==> src/design/video_ingest_pkg.sv <==
/*
 * Video ingest shared definitions
 * Frame geometry, luma weights, receiver FSM codes and the pixel word
 */
`default_nettype none

package video_ingest_pkg;

	// Frame geometry kept small for short simulations
	localparam int FRAME_WIDTH  = 8;   // Pixels per line
	localparam int FRAME_HEIGHT = 4;   // Lines per frame
	localparam int DATA_WIDTH   = 32;  // Stream word width
	localparam int ADDR_WIDTH   = $clog2(FRAME_WIDTH * FRAME_HEIGHT); // Frame buffer word address
	localparam int COL_WIDTH    = $clog2(FRAME_WIDTH);  // Column counter
	localparam int LINE_WIDTH   = $clog2(FRAME_HEIGHT); // Line counter

	// Luma weights in 1/256 units, they sum to 256
	localparam logic [7:0] LUMA_R = 8'd77;
	localparam logic [7:0] LUMA_G = 8'd150;
	localparam logic [7:0] LUMA_B = 8'd29;

	// Stream receiver handshake states
	localparam logic ST_IDLE    = 1'b0;
	localparam logic ST_RECEIVE = 1'b1; // Burst in progress

	// One stream word, seen raw or as RGB bytes
	typedef union packed {
		logic [DATA_WIDTH-1:0] raw;
		struct packed {
			logic [7:0] pad; // Unused top byte from the sensor
			logic [7:0] r;
			logic [7:0] g;
			logic [7:0] b;
		} rgb;
	} pixel_word_t;

endpackage

`default_nettype wire
==> src/design/wr_addr_if.sv <==
/*
 * Write address bundle
 * Address and line status from the address generator to the writer
 */
`timescale 1ns/1ps
`default_nettype none

interface wr_addr_if;
	import video_ingest_pkg::*;

	logic [ADDR_WIDTH-1:0] addr;      // Frame buffer word address
	logic                  valid;     // One pixel ready to write
	logic                  line_err;  // Line length did not match
	logic                  frame_end; // Last pixel of the frame

	// Address generator side
	modport src (
		output addr, valid, line_err, frame_end
	);

	// Frame memory writer side
	modport sink (
		input addr, valid, line_err, frame_end
	);

endinterface

`default_nettype wire

==> src/design/pixel_beat_if.sv <==
/*
 * Pixel beat bundle
 * One accepted stream beat, fanned out to the address and luma paths
 */
`timescale 1ns/1ps
`default_nettype none

interface pixel_beat_if;
	import video_ingest_pkg::*;

	pixel_word_t data;  // Registered stream word
	logic        valid; // One-cycle strobe per accepted beat
	logic        last;  // End of line
	logic        user;  // Start of frame

	// Receiver side
	modport src (
		output data, valid, last, user
	);

	// Address generator and luma converter
	modport sink (
		input data, valid, last, user
	);

endinterface

`default_nettype wire

==> src/design/video_ingest_top.sv <==
/*
 * Video ingest top level
 * Stream receiver feeding address and luma paths into the frame writer
 */
`timescale 1ns/1ps
`default_nettype none

module video_ingest_top (
	input  logic                                    clk,
	input  logic                                    rst_n,
	// Sensor stream
	input  logic [video_ingest_pkg::DATA_WIDTH-1:0] s_tdata,
	input  logic                                    s_tvalid,
	input  logic                                    s_tlast,  // End of line
	input  logic                                    s_tuser,  // Start of frame
	output logic                                    s_tready,
	// Frame memory write port
	output logic                                    mem_we,
	output logic [video_ingest_pkg::ADDR_WIDTH-1:0] mem_addr,
	output logic [video_ingest_pkg::DATA_WIDTH-1:0] mem_data,
	output logic                                    line_err,
	output logic                                    frame_end
);
	import video_ingest_pkg::*;

	logic [7:0]  luma;  // Same cycle as wr_if.valid
	pixel_word_t pixel;

	pixel_beat_if beat_if ();
	wr_addr_if    wr_if ();

	stream_receiver rx0 (
		.clk      (clk),
		.rst_n    (rst_n),
		.s_tdata  (s_tdata),
		.s_tvalid (s_tvalid),
		.s_tlast  (s_tlast),
		.s_tuser  (s_tuser),
		.s_tready (s_tready),
		.beat     (beat_if.src)
	);

	// Both paths consume the same beat
	pixel_address_gen addr0 (
		.clk   (clk),
		.rst_n (rst_n),
		.beat  (beat_if.sink),
		.wr    (wr_if.src)
	);

	luma_converter luma0 (
		.clk   (clk),
		.rst_n (rst_n),
		.beat  (beat_if.sink),
		.luma  (luma),
		.pixel (pixel)
	);

	frame_memory_writer wr0 (
		.clk       (clk),
		.rst_n     (rst_n),
		.wr        (wr_if.sink),
		.luma      (luma),
		.pixel     (pixel),
		.mem_we    (mem_we),
		.mem_addr  (mem_addr),
		.mem_data  (mem_data),
		.line_err  (line_err),
		.frame_end (frame_end)
	);

endmodule

`default_nettype wire

==> src/design/frame_memory_writer.sv <==
/*
 * Frame memory writer
 * One registered write per pixel, luma packed into the top byte
 */
`timescale 1ns/1ps
`default_nettype none

module frame_memory_writer (
	input  logic                                       clk,
	input  logic                                       rst_n,
	wr_addr_if.sink                                    wr,
	input  logic [7:0]                                 luma,
	input  video_ingest_pkg::pixel_word_t              pixel,
	output logic                                       mem_we,
	output logic [video_ingest_pkg::ADDR_WIDTH-1:0]    mem_addr,
	output logic [video_ingest_pkg::DATA_WIDTH-1:0]    mem_data,
	output logic                                       line_err,
	output logic                                       frame_end
);
	import video_ingest_pkg::*;

	// Write strobe and flags pulse for one cycle
	always_ff @(posedge clk or negedge rst_n) begin
		if (!rst_n) begin
			mem_we    <= 1'b0;
			line_err  <= 1'b0;
			frame_end <= 1'b0;
		end else begin
			mem_we    <= wr.valid;
			line_err  <= wr.valid & wr.line_err;
			frame_end <= wr.valid & wr.frame_end;
		end
	end

	// Luma replaces the pad byte, RGB kept below it
	always_ff @(posedge clk) begin
		if (wr.valid) begin
			mem_addr <= wr.addr;
			mem_data <= {luma, pixel.raw[DATA_WIDTH-9:0]};
		end
	end

endmodule

`default_nettype wire

==> src/design/luma_converter.sv <==
/*
 * Luma converter
 * Weighted RGB sum per beat, registered with the raw pixel word
 */
`timescale 1ns/1ps
`default_nettype none

module luma_converter (
	input  logic                          clk,
	input  logic                          rst_n,
	pixel_beat_if.sink                    beat,
	output logic [7:0]                    luma,
	output video_ingest_pkg::pixel_word_t pixel
);
	import video_ingest_pkg::*;

	logic [15:0] weighted_sum; // Max 255 * 256, fits 16 bits

	assign weighted_sum = {8'd0, LUMA_R} * {8'd0, beat.data.rgb.r}
		+ {8'd0, LUMA_G} * {8'd0, beat.data.rgb.g}
		+ {8'd0, LUMA_B} * {8'd0, beat.data.rgb.b};

	// Outputs hold between beats
	always_ff @(posedge clk or negedge rst_n) begin
		if (!rst_n) begin
			luma  <= 8'd0;
			pixel <= '0;
		end else if (beat.valid) begin
			luma  <= weighted_sum[15:8]; // Divide by 256
			pixel <= beat.data;
		end
	end

endmodule

`default_nettype wire

==> src/design/pixel_address_gen.sv <==
/*
 * Pixel address generator
 * Tracks column and line, flags bad line lengths and the end of each frame
 */
`timescale 1ns/1ps
`default_nettype none

module pixel_address_gen (
	input  logic       clk,
	input  logic       rst_n,
	pixel_beat_if.sink beat,
	wr_addr_if.src     wr
);
	import video_ingest_pkg::*;

	logic [COL_WIDTH-1:0]  col;      // Position of the next beat
	logic [LINE_WIDTH-1:0] line;
	logic [COL_WIDTH-1:0]  cur_col;  // Position of the current beat
	logic [LINE_WIDTH-1:0] cur_line;
	logic                  col_last;
	logic                  line_last;
	logic                  advance;  // Next beat starts a new line

	// Start of frame overrides the tracked position
	assign cur_col   = beat.user ? '0 : col;
	assign cur_line  = beat.user ? '0 : line;
	assign col_last  = (cur_col == COL_WIDTH'(FRAME_WIDTH - 1));
	assign line_last = (cur_line == LINE_WIDTH'(FRAME_HEIGHT - 1));
	assign advance   = beat.last | col_last; // Early last or full line

	always_ff @(posedge clk or negedge rst_n) begin
		if (!rst_n) begin
			col  <= '0;
			line <= '0;
		end else if (beat.valid) begin
			if (advance) begin
				col  <= '0;
				line <= line_last ? '0 : cur_line + 1'b1; // Wrap after bottom line
			end else begin
				col  <= cur_col + 1'b1;
				line <= cur_line;
			end
		end
	end

	// Status toward the writer
	always_ff @(posedge clk or negedge rst_n) begin
		if (!rst_n) begin
			wr.valid     <= 1'b0;
			wr.line_err  <= 1'b0;
			wr.frame_end <= 1'b0;
		end else begin
			wr.valid <= beat.valid;
			if (beat.valid) begin
				wr.line_err  <= beat.last ^ col_last; // Short or long line
				wr.frame_end <= beat.last & line_last;
			end
		end
	end

	// Row-major word address
	always_ff @(posedge clk) begin
		if (beat.valid) begin
			wr.addr <= ADDR_WIDTH'(cur_line) * ADDR_WIDTH'(FRAME_WIDTH) + ADDR_WIDTH'(cur_col);
		end
	end

endmodule

`default_nettype wire

==> src/design/stream_receiver.sv <==
/*
 * Video stream receiver
 * Two-state handshake FSM, registers each accepted beat with a valid strobe
 */
`timescale 1ns/1ps
`default_nettype none

module stream_receiver (
	input  logic                          clk,
	input  logic                          rst_n,
	input  video_ingest_pkg::pixel_word_t s_tdata,
	input  logic                          s_tvalid,
	input  logic                          s_tlast,  // End of line
	input  logic                          s_tuser,  // Start of frame
	output logic                          s_tready,
	pixel_beat_if.src                     beat
);
	import video_ingest_pkg::*;

	logic state;
	logic next_state;
	logic accept; // Handshake completes this cycle

	assign accept = s_tvalid & s_tready;

	always_ff @(posedge clk or negedge rst_n) begin
		if (!rst_n) begin
			state <= ST_IDLE;
		end else begin
			state <= next_state;
		end
	end

	// Ready follows tvalid in IDLE, stays up while a burst runs
	always_comb begin
		next_state = state;
		s_tready   = 1'b0;
		case (state)
			ST_IDLE: begin
				if (s_tvalid) begin
					s_tready   = 1'b1; // Take the first beat at once
					next_state = ST_RECEIVE;
				end
			end
			ST_RECEIVE: begin
				s_tready = 1'b1;
				if (!s_tvalid) begin
					next_state = ST_IDLE; // Gap in the stream
				end
			end
		endcase
	end

	// Beat strobe
	always_ff @(posedge clk or negedge rst_n) begin
		if (!rst_n) begin
			beat.valid <= 1'b0;
		end else begin
			beat.valid <= accept;
		end
	end

	// Beat payload, only loaded on a handshake
	always_ff @(posedge clk) begin
		if (accept) begin
			beat.data <= s_tdata;
			beat.last <= s_tlast;
			beat.user <= s_tuser;
		end
	end

endmodule

`default_nettype wire

==> config.mk <==
export PLATFORM = sky130hd
export DESIGN_NAME = video_ingest_top
export DESIGN_NICKNAME = d
export VERILOG_FILES = /design/src/design/video_ingest_pkg.sv /design/src/design/wr_addr_if.sv /design/src/design/pixel_beat_if.sv /design/src/design/video_ingest_top.sv /design/src/design/frame_memory_writer.sv /design/src/design/luma_converter.sv /design/src/design/pixel_address_gen.sv /design/src/design/stream_receiver.sv
export SDC_FILE = /design/constraint.sdc
export NUM_CORES = 1
export LEC_CHECK = 0
export ABC_AREA = 1
export BUFFER_PORTS_ARGS = -buffer_cell sky130_fd_sc_hd__buf_2
export CAP_MARGIN = 20
export CORE_UTILIZATION = 60
export DETAILED_ROUTE_END_ITERATION = 10
export GPL_TIMING_DRIVEN = 0
export PLACE_DENSITY_LB_ADDON = 0.3
export SLEW_MARGIN = 20
export SYNTH_ARGS = -nofsm -noshare
export SYNTH_HDL_FRONTEND = slang
export SYNTH_SLANG_ARGS = --single-unit
export TNS_END_PERCENT = 5
==> constraint.sdc <==
create_clock -name clk -period 18.85 [get_ports clk]
set_clock_uncertainty 0.05 [all_clocks]
set_input_delay 3.77 -clock clk [delete_from_list [all_inputs] [get_ports clk]]
set_output_delay 3.77 -clock clk [all_outputs]
set_load 0.03 [all_outputs]
-- Yosys cells after proc, flatten, opt, wreduce, memory -nomap -nowiden
Cells that the tools add are included.
- register bits: 113
- input port bits: 37
- output and inout bits: 41
- word-level logic and storage cells: 42
- add/subtract/negate cells: 5
- multiply operators: 3
- eq/ne operators: 2
- multiplexer cells: 7
- bitwise operators: 7
- operators with widths (operator ; number):
    $mul A7 B8 Y15 const A ; 2
    $add A15 B16 Y16 ; 1
    $add A16 B13 Y16 ; 1
    $mul A5 B8 Y13 const A ; 1
    $mux W2 ; 3
    $mux W3 ; 2
    $add A5 B3 Y5 ; 1
    $and A1 B1 Y1 ; 4
    $add A3 B1 Y3 const B ; 1
    $eq A3 B3 Y1 const B ; 1
    $add A2 B1 Y2 const B ; 1
    $eq A2 B2 Y1 const B ; 1
    $pmux W1 S2 ; 1
    $mux W1 ; 1
    $not A1 Y1 ; 1
    $or A1 B1 Y1 ; 1
    $xor A1 B1 Y1 ; 1

-- Longest topological paths before layout
Gate-level depths: netlist of run 1.
- depth after elaboration: 4
- depth in mapped cells: 28
- gate-level depth less buffers: 28

-- By module
Synthesis of run 1 repeated with hierarchy kept, for this count alone.
- cells, all modules: 703
- area total of the unflattened synthesis: 7698.6 um^2
- by module, submodules not included (module ; instances ; cells each ; area an instance (um^2) ; seq. area each (um^2)):
    luma_converter ; 1 ; 562 ; 4837.1 ; 1001.0
    frame_memory_writer ; 1 ; 44 ; 1201.2 ; 1186.1
    stream_receiver ; 1 ; 40 ; 1086.0 ; 1071.0
    pixel_address_gen ; 1 ; 57 ; 574.3 ; 350.3

-- Worst setup path after synthesis of run 1
Ideal clock, no wire load.
- kind: input to output
- start point: in s_tvalid
- end point: out s_tready
- arrival time: 4118 ps
- data required time: 15030 ps
- path slack: 10912 ps
- cell stages on the path: 1
- path buffers: 0
- cell sequence: or2_2
- word-level cells in the longest chain between the ends: 2
- ends and longest elaborated chain (element ; line ; text):
    start: declaration ; video_ingest_top.sv:13 ; input logic s_tvalid,
    $mux W1 ; stream_receiver.sv:40 ; if (s_tvalid) begin
    $pmux W1 S2 ; stream_receiver.sv:38 ; case (state)
    end: declaration ; video_ingest_top.sv:16 ; output logic s_tready,
Every way passes these cells.

-- Worst setup path after layout of run 1
Ends and elaborated chain as after synthesis.

==> results of run 1 <==
-- worst min path at each step --
stage | slack (ps) | to
final | 370 | wr0.mem_addr[1]$_DFFE_PP_
after global routing | 370 | wr0.mem_addr[0]$_DFFE_PP_
after CTS | 370 | wr0.mem_addr[2]$_DFFE_PP_
after detailed placement | 360 | wr0.mem_addr[2]$_DFFE_PP_
after global placement | 350 | wr0.mem_addr[0]$_DFFE_PP_
after floorplan | 350 | wr0.mem_addr[0]$_DFFE_PP_
-- metrics by stage --
stage	hold WS, ps	util, %
2_1_floorplan	350.3	-
3_5_place_dp	356.3	66.68
5_1_grt	374.5	71.83
4_1_cts	368.8	71.81
3_3_place_gp	350.6	66.42
6_report	366.9	71.83
-- kinds of logic after synthesis --
group,synth area share (%)
buf+inv,6.916
simple gates,12.61
xor+xnor,1.482
fa+ha+maj,31.05
flops,44.67
compound gates,3.264
-- cell type report --
| cell class | instances | share of cell area [%] |
|---|---|---|
| Buffer | 9 | 0.5469 |
| Clock buffer | 23 | 5.818 |
| Clock inverter | 9 | 1.322 |
| Inverter | 119 | 5.423 |
| Multi-Input combinational cell | 412 | 41.68 |
| Sequential cell | 113 | 38.48 |
| Tap cell | 143 | 2.172 |
| Timing Repair Buffer | 70 | 4.557 |
-- state kept, by name, indices dropped and copies added, names as in the netlist, 2 cells and up --
name and count:
addr0.col 3, addr0.line 2, addr0.wr.addr 5, luma0.luma 8, luma0.pixel 24, rx0.beat.data 24, wr0.mem_addr 5, wr0.mem_data 32
-- layout by cell type, fill, tap and decap left out, types with 2 or more instances in the layout --
master | netlist | final
nand4_1 | 2 | 2
inv_1 | 118 | 118
clkbuf_16 | 0 | 18
clkinv_2 | 0 | 3
xnor2_1 | 6 | 6
o21ai_0 | 11 | 11
edfxtp_1 | 68 | 68
ha_1 | 88 | 88
clkinv_4 | 0 | 3
bufinv_16 | 0 | 2
a31oi_1 | 3 | 3
nand3_1 | 25 | 25
a21oi_1 | 15 | 15
a21o_1 | 3 | 3
buf_2 | 2 | 70
nor2_2 | 2 | 2
nand2_2 | 4 | 4
or2_2 | 3 | 3
fa_1 | 55 | 55
clkbuf_1 | 6 | 9
o21ai_1 | 2 | 2
nor2_1 | 27 | 27
dfrtp_1 | 45 | 44
nand2_1 | 148 | 148
nand3b_1 | 2 | 2
xor2_1 | 6 | 6
a21oi_2 | 3 | 3
-- per-layer routing --
metal / track usage [%] / part of all wire [%]
met1: 31.94 / 44
met2: 41.08 / 50
met3: 6.288 / 4.1
met4: 8.356 / 1.6
met5: 0 / 0
==> flow_metrics.tcl, run 1 <==
set metrics [dict create \
    cts_buffer_depth 2 \
    firstDrtPassIters 5 \
    drc 0 \
    final-setup-viol-count 0 \
    grt_usage_pct 24.78 \
    path_cells "buf_2 > or2_2 > buf_2" \
    ioPinCount 78 \
    rsz0062_at_grt "no" \
    register_area_um2 3169 \
    via_per_inst 5.151 \
    coreArea_um2 11470 \
    crit_path_end "s_tready" \
    portBuffers 69 \
    synthArstFlopShare_pct 39.82 \
    slew_violations 0 \
    cp_top_family "buffers and inverters" \
    startpoint "s_tvalid" \
    clk_pin_slew_ps 50 \
    r2r-end "luma0.luma[3]$_DFFE_PN0P_" \
    period_needed_ps 8131 \
    yosysWarnings 0 \
    cts_buffers 17 \
    crit_path_max_fanout 3 \
    synth_nets 833 \
    crit_buf_inv 2 \
    die_x_um 110.7 \
    synth-seq-cells 113 \
    slew_headroom_pct 51.67 \
    dieArea_um2 12260 \
    cp_data_arrival_time_ps 4310 \
    place_area_um2 7646 \
    ys.flop_type "edfxtp_1" \
    hp-start "addr0.wr.addr[1]$_DFFE_PP_" \
    timing.final.ws_setup_ps 10720 \
    nets 922 \
    ys_types 32 \
    r2r-start "rx0.beat.data[13]$_DFFE_PP_" \
    postSynthCellCount 653 \
    synth_top_cell_area_share_pct 28.79 \
    insertion_delay_ps 420 \
    grt_pass1_wl_um 22910 \
    seq_area_frac_synth_pct 44.67 \
    fin_area_um2 8237 \
    n_antenna_cell 0 \
    gr-total-overflow 0 \
    hp-class "reg -> reg" \
    cpPeakStageDelay_ps 260 \
    status "complete, no violations" \
    postCtsResizedCells 0 \
    required_ps 15030 \
    hold_depth 0 \
    netlist_area_um2 7092 \
    avgSynthCellArea_um2 10.86 \
    yosysMostFrequentCell "nand2_1" \
    end_kind "primary output" \
    place.gp.congestion 0.8999 \
    dpl.cell_count 866 \
    dp_hpwl_um 10400 \
    route.detailed.wl_per_inst_um 15.03 \
    finalWirelength_um 13490 \
    cts_setup_buffers 0 \
    initialDrtViolationCount 249 \
    synth_edf_count 68 \
    via_count 4626 \
    ys_top_cells_by_count "nand2_1, inv_1, ha_1" \
    grt_start_max_net_pins 46 \
    fin_crit_sh_pct 43.13 \
    yosys.area.top_type "edfxtp_1" \
    rrSetupSlack_ps 12460 \
    stdcell_count 898 \
    ff2ff_path_depth 27 \
    tightest_slew_ps 724.9 \
    hold_violations 0 \
    cp-start-kind "input pin" \
    cts-htree-levels 4 \
    die_h_um 110.7 \
    grt_pass1_vias 4771 \
    crit_path_frequent_cell "buf_2" \
    fin_tns_setup_ps 0 \
    cp.depth 3 \
    drive_gt1_share_pct 15.63 \
    critPathKind "in -> out" \
    fmax_ghz 0.1230 \
    start_util_pct 61.84 \
    multi_input_area_um2 3433 \
    n_fill_cell 798 \
    clock_sinks 113 \
    rows 39 \
    critPathSlowestCell "or2_2" \
    clockRootBuffer "clkbuf_16" \
    ys_top_cells_by_area "edfxtp_1, dfrtp_1, fa_1" \
    antenna_found_initial 0 \
    cts_tree "built" \
    ant_nets 0 \
    area_growth_pct 16.14 \
    maxCapViolCount 0 \
    dp_slack_ps 10720 \
    hold_buffers 0 \
]
Power of run 1 is left out: the tool's default activity adds up to more than one toggle a clock period on the data nets, which glitch-free logic cannot reach.
==> run 2, diff against run 1 <==
ABC_AREA = 0   (was 1)
CORE_UTILIZATION = 59   (was 60)
clock period = 8.2 ns   (was 18.85 ns; I/O delays follow)
==> run 2 against run 1 <==
- worst hold slack gained 4.3 ps
- sequential share of layout area up 0.95 points
- flip-flop and latch count did not move
- critical path depth up 21
- global-route usage increased by 1.4 points
- area after synthesis is 3.4% lower
- core utilization is 0.74 points higher
- final cell count is 17% lower
- critical path type is now reg -> reg
- largest cell class unchanged
==> flow_metrics.tcl, run 2 <==
set metrics [dict create \
    fin_crit_sh_pct 82.55 \
    seq_area_frac_synth_pct 46.22 \
    dpl.cell_count 715 \
    yosysWarnings 0 \
    n_fill_cell 737 \
    portBuffers 69 \
    place.gp.congestion 0.7986 \
    slew_headroom_pct 40.79 \
    via_per_inst 5.498 \
    cts-htree-levels 4 \
    drc 0 \
    coreArea_um2 11080 \
    cts_buffers 17 \
    synth_nets 684 \
    period_needed_ps 6769 \
    grt_start_max_net_pins 46 \
    status "complete, no violations" \
    cp_top_family "adder cells" \
    firstDrtPassIters 4 \
    netlist_area_um2 6854 \
    cts_tree "built" \
    r2r-start "rx0.beat.data[11]$_DFFE_PP_" \
    initialDrtViolationCount 199 \
    ant_nets 0 \
    ioPinCount 78 \
    tightest_slew_ps 888.2 \
    crit_buf_inv 4 \
    hold_buffers 0 \
    ys.flop_type "edfxtp_1" \
    cp_data_arrival_time_ps 7020 \
    top_regs "wr0.mem_data: 32 flops, luma0.pixel: 24 flops, rx0.beat.data: 24 flops" \
    area_growth_pct 17.29 \
    path_cells "ha_1 > ha_1 > ha_1 > inv_1 > fa_1 > inv_1 > ha_1 > o211ai_2 > or2b_1 > a21oi_1 > xnor2_1 > ha_1 > fa_1 > inv_1 > fa_1 > fa_1 > inv_1 > ha_1 > nand2_1 > a211o_1 > a21boi_2 > o22ai_1 > xnor2_1 > mux2_2" \
    gr-total-overflow 0 \
    clockRootBuffer "clkbuf_16" \
    ys_top_cells_by_area "edfxtp_1, dfrtp_1, fa_1" \
    clock_sinks 113 \
    required_ps 8450 \
    cp-start-kind "register" \
    insertion_delay_ps 430 \
    yosysMostFrequentCell "inv_1" \
    cts_buffer_depth 2 \
    dieArea_um2 12050 \
    die_h_um 109.8 \
    fmax_ghz 0.1477 \
    via_count 4107 \
    rrSetupSlack_ps 1430 \
    route.detailed.wl_per_inst_um 17.96 \
    maxCapViolCount 0 \
    stdcell_count 747 \
    hold_depth 0 \
    ys_top_cells_by_count "inv_1, ha_1, edfxtp_1" \
    top_register "wr0.mem_data" \
    grt_pass1_wl_um 22310 \
    fin_area_um2 8039 \
    cp.depth 24 \
    synthArstFlopShare_pct 39.82 \
    drive_gt1_share_pct 23.23 \
    nets 774 \
    finalWirelength_um 13410 \
    synth-seq-cells 113 \
    critPathKind "reg -> reg" \
    final_common_cell "inv_1" \
    crit_path_frequent_cell "ha_1" \
    critPathSlowestCell "fa_1" \
    grt_usage_pct 26.21 \
    synth_edf_count 68 \
    rsz0062_at_grt "no" \
    postSynthCellCount 504 \
    fin_tns_setup_ps 0 \
    holdWs_ps 371.2 \
    crit_path_max_fanout 5 \
    start_util_pct 61.87 \
    hp-class "reg -> reg" \
    n_antenna_cell 0 \
    ff2ff_path_depth 24 \
    cts_setup_buffers 0 \
    postCtsResizedCells 0 \
    antenna_found_initial 0 \
    final-setup-viol-count 0 \
    avgSynthCellArea_um2 13.60 \
    dp_hpwl_um 9841 \
    yosys.area.top_type "edfxtp_1" \
    cpPeakStageDelay_ps 560 \
    r2r-end "luma0.luma[4]$_DFFE_PN0P_" \
    synth_top_cell_area_share_pct 29.79 \
    rows 38 \
    hold_violations 0 \
    final_cell_mix "inv_1, ha_1, edfxtp_1, buf_2, fa_1" \
    hold_end "wr0.mem_addr[4]$_DFFE_PP_" \
    end_kind "register" \
    ys_types 43 \
    place_area_um2 7432 \
    die_x_um 109.8 \
    grt_pass1_vias 4640 \
    slew_violations 0 \
    hp-start "addr0.wr.addr[4]$_DFFE_PP_" \
    largest_register_ffs 32 \
    clk_pin_slew_ps 60 \
]
## run 2: worst max path at each step
stage                                     start                        end
detailed placement  rx0.beat.data[12]$_DFFE_PP_  luma0.luma[6]$_DFFE_PN0P_
global route        rx0.beat.data[11]$_DFFE_PP_  luma0.luma[4]$_DFFE_PN0P_
floorplan           rx0.beat.data[12]$_DFFE_PP_  luma0.luma[6]$_DFFE_PN0P_
finish              rx0.beat.data[11]$_DFFE_PP_  luma0.luma[4]$_DFFE_PN0P_
CTS                 rx0.beat.data[11]$_DFFE_PP_  luma0.luma[4]$_DFFE_PN0P_
global placement    rx0.beat.data[12]$_DFFE_PP_  luma0.luma[6]$_DFFE_PN0P_
## run 2: logic make-up (layout without fill, tap and decap cells)
kind of cell    count (synthesis)  after routing  synth area share [%]
compound gates                 50             50                 5.477
xor+xnor                       13             13                 1.862
fa+ha+maj                     143            143                 32.13
buf+inv                       102            205                 5.586
flops                         113            113                 46.22
mux                            29             29                 4.746
simple gates                   54             54                 3.980
## run 2: per-stage QoR
step,utilization (%),setup slack (ps)
global route,72.57,1109
floorplan,-,2009
global placement,66.57,1648
finish,72.57,1431
detailed placement,67.09,1519
CTS,72.54,1430
## run 2: final cells by class
| cell class | instances | area (um2) | area share (%) |
|---|---|---|---|
| Clock inverter | 13 | 161.4 | 2.008 |
| Buffer | 6 | 23.77 | 0.2957 |
| Sequential cell | 113 | 3169 | 39.42 |
| Multi-Input combinational cell | 289 | 3303 | 41.09 |
| Clock buffer | 19 | 442.9 | 5.510 |
| Timing Repair Buffer | 71 | 402.9 | 5.012 |
| Inverter | 96 | 360.3 | 4.482 |
| Tap cell | 140 | 175.2 | 2.179 |
## run 2: per-layer routing
| layer | GRT usage (%) | up-vias | routed length (um) |
|---|---|---|---|
| li1 | - | 1887 | - |
| met1 | 29.68 | 2042 | 5174 |
| met2 | 46.21 | 139 | 7125 |
| met3 | 6.520 | 39 | 678 |
| met4 | 12.57 | 0 | 434 |
| met5 | 0 | - | 0 |
Power of run 2 is left out for the same reason.
==> run 3, diff against run 2 <==
ABC_AREA = 1   (was 0)
CORE_UTILIZATION = 54   (was 59)
clock period = 6.2 ns   (was 8.2 ns; I/O delays follow)
==> run 3 against run 2 <==
- flip-flop and latch count unchanged
- sequential share of layout area decreased by 1.8 points
- first-iteration DRC count increased by 34%
==> flow_metrics.tcl, run 3 (synthesized netlist as in run 1, its figures left out) <==
set metrics [dict create \
    utilization_pct 66.16 \
    nets 929 \
    r2r-end "luma0.luma[6]$_DFFE_PN0P_" \
    dieArea_um2 13600 \
    required_ps 6450 \
    fmax_ghz 0.1692 \
    clk_pin_slew_ps 50 \
    drive_gt1_share_pct 18.50 \
    final_cell_mix "nand2_1, inv_1, ha_1" \
    tightest_slew_ps 725.9 \
    insertion_delay_ps 410 \
    drc 0 \
    die_h_um 116.6 \
    place_area_um2 7675 \
    slew_violations 0 \
    ioPinCount 78 \
    fin_area_um2 8417 \
    ff2ff_path_depth 25 \
    dp_hpwl_um 10550 \
    rrSetupSlack_ps 290 \
    via_count 4641 \
    coreArea_um2 12720 \
    ant_nets 0 \
    r2r-start "rx0.beat.data[13]$_DFFE_PP_" \
    holdWs_ps 372.3 \
    grt_pass1_wl_um 22980 \
    start_util_pct 55.74 \
    grt_usage_pct 23.14 \
    maxCapViolCount 0 \
    hp-class "reg -> reg" \
    top_register "wr0.mem_data" \
    cts_buffers 17 \
    critPathSlowestCell "fa_1" \
    via_per_inst 4.969 \
    period_needed_ps 5911 \
    firstDrtPassIters 5 \
    fin_crit_sh_pct 95.34 \
    area_growth_pct 18.68 \
    n_antenna_cell 0 \
    clock_sinks 113 \
    crit_path_max_fanout 6 \
    timing.final.ws_setup_ps 289.0 \
    route.detailed.wl_per_inst_um 14.88 \
    status "complete, no violations" \
    cp-start-kind "register" \
    hp-start "addr0.wr.addr[4]$_DFFE_PP_" \
    cts_tree "built" \
    final-setup-viol-count 0 \
    clockRootBuffer "clkbuf_16" \
    dp_slack_ps -194.5 \
    hold_buffers 0 \
    cts_buffer_depth 2 \
    antenna_found_initial 0 \
    slew_headroom_pct 51.61 \
    critPathKind "reg -> reg" \
    cpPeakStageDelay_ps 500 \
    portBuffers 69 \
    cts-htree-levels 4 \
    die_x_um 116.6 \
    place.gp.congestion 0.8617 \
    grt_pass1_vias 4806 \
    final_common_cell "nand2_1" \
    hold_violations 0 \
    cp_data_arrival_time_ps 6160 \
    grt_start_max_net_pins 46 \
    gr-total-overflow 0 \
    initialDrtViolationCount 266 \
    largest_register_ffs 32 \
    rows 41 \
    top_regs "wr0.mem_data: 32 flops, luma0.pixel: 24 flops, rx0.beat.data: 24 flops" \
    hold_end "wr0.mem_addr[4]$_DFFE_PP_" \
    end_kind "register" \
    hold_depth 0 \
    finalWirelength_um 13900 \
]
[run 3: how the worst max path moves through the flow]
stage	start	to	slack, ps
2_1_floorplan	rx0.beat.data[13]$_DFFE_PP_	luma0.luma[3]$_DFFE_PN0P_	290
3_3_place_gp	rx0.beat.data[13]$_DFFE_PP_	luma0.luma[6]$_DFFE_PN0P_	-180
3_5_place_dp	rx0.beat.data[13]$_DFFE_PP_	luma0.luma[6]$_DFFE_PN0P_	-190
4_1_cts	rx0.beat.data[11]$_DFFE_PP_	luma0.luma[6]$_DFFE_PN0P_	60
5_1_grt	rx0.beat.data[13]$_DFFE_PP_	luma0.luma[6]$_DFFE_PN0P_	-40
6_report	rx0.beat.data[13]$_DFFE_PP_	luma0.luma[6]$_DFFE_PN0P_	290
[run 3: cell type report]
type	instances	area, um2
Fill cell	1020	4305
Timing Repair Buffer	77	420.4
Inverter	119	446.7
Tap cell	172	215.2
Multi-Input combinational cell	412	3535
Clock buffer	22	475.5
Buffer	9	45.04
Clock inverter	10	110.1
Sequential cell	113	3169
[run 3: per-stage QoR]
step,std cells,setup TNS [ps]
finish,934,0
detailed placement,895,-656.9
floorplan,653,0
CTS,931,0
global placement,894,-578.0
global route,934,-98.69
[run 3: worst max-delay path, delay by kind of cell, from the launching register on]
family / cells / cell delay (ps)
fa+ha+maj: 10 / 3880
simple gates: 7 / 710
flops: 1 / 410
compound gates: 2 / 310
buf+inv: 5 / 260
xor+xnor: 1 / 180
[run 3: what timing repair did]
| action | CTS | global route |
|---|---|---|
| buffers inserted | 4 | 3 |
| pin swaps | 0 | 16 |
| endpoints found under the setup margin | 7 | 7 |
| endpoints found under the hold margin | 0 | 0 |
| resized for setup | 4 | 15 |
[run 3: routing by layer]
layer | up-vias | wire length [um] | global-route usage, %
li1 | 2283 | - | -
met1 | 2242 | 6318 | 29.91
met2 | 97 | 6876 | 38.46
met3 | 19 | 483 | 5.708
met4 | 0 | 218 | 7.511
met5 | - | 0 | 0
Power of run 3 is left out for the same reason.
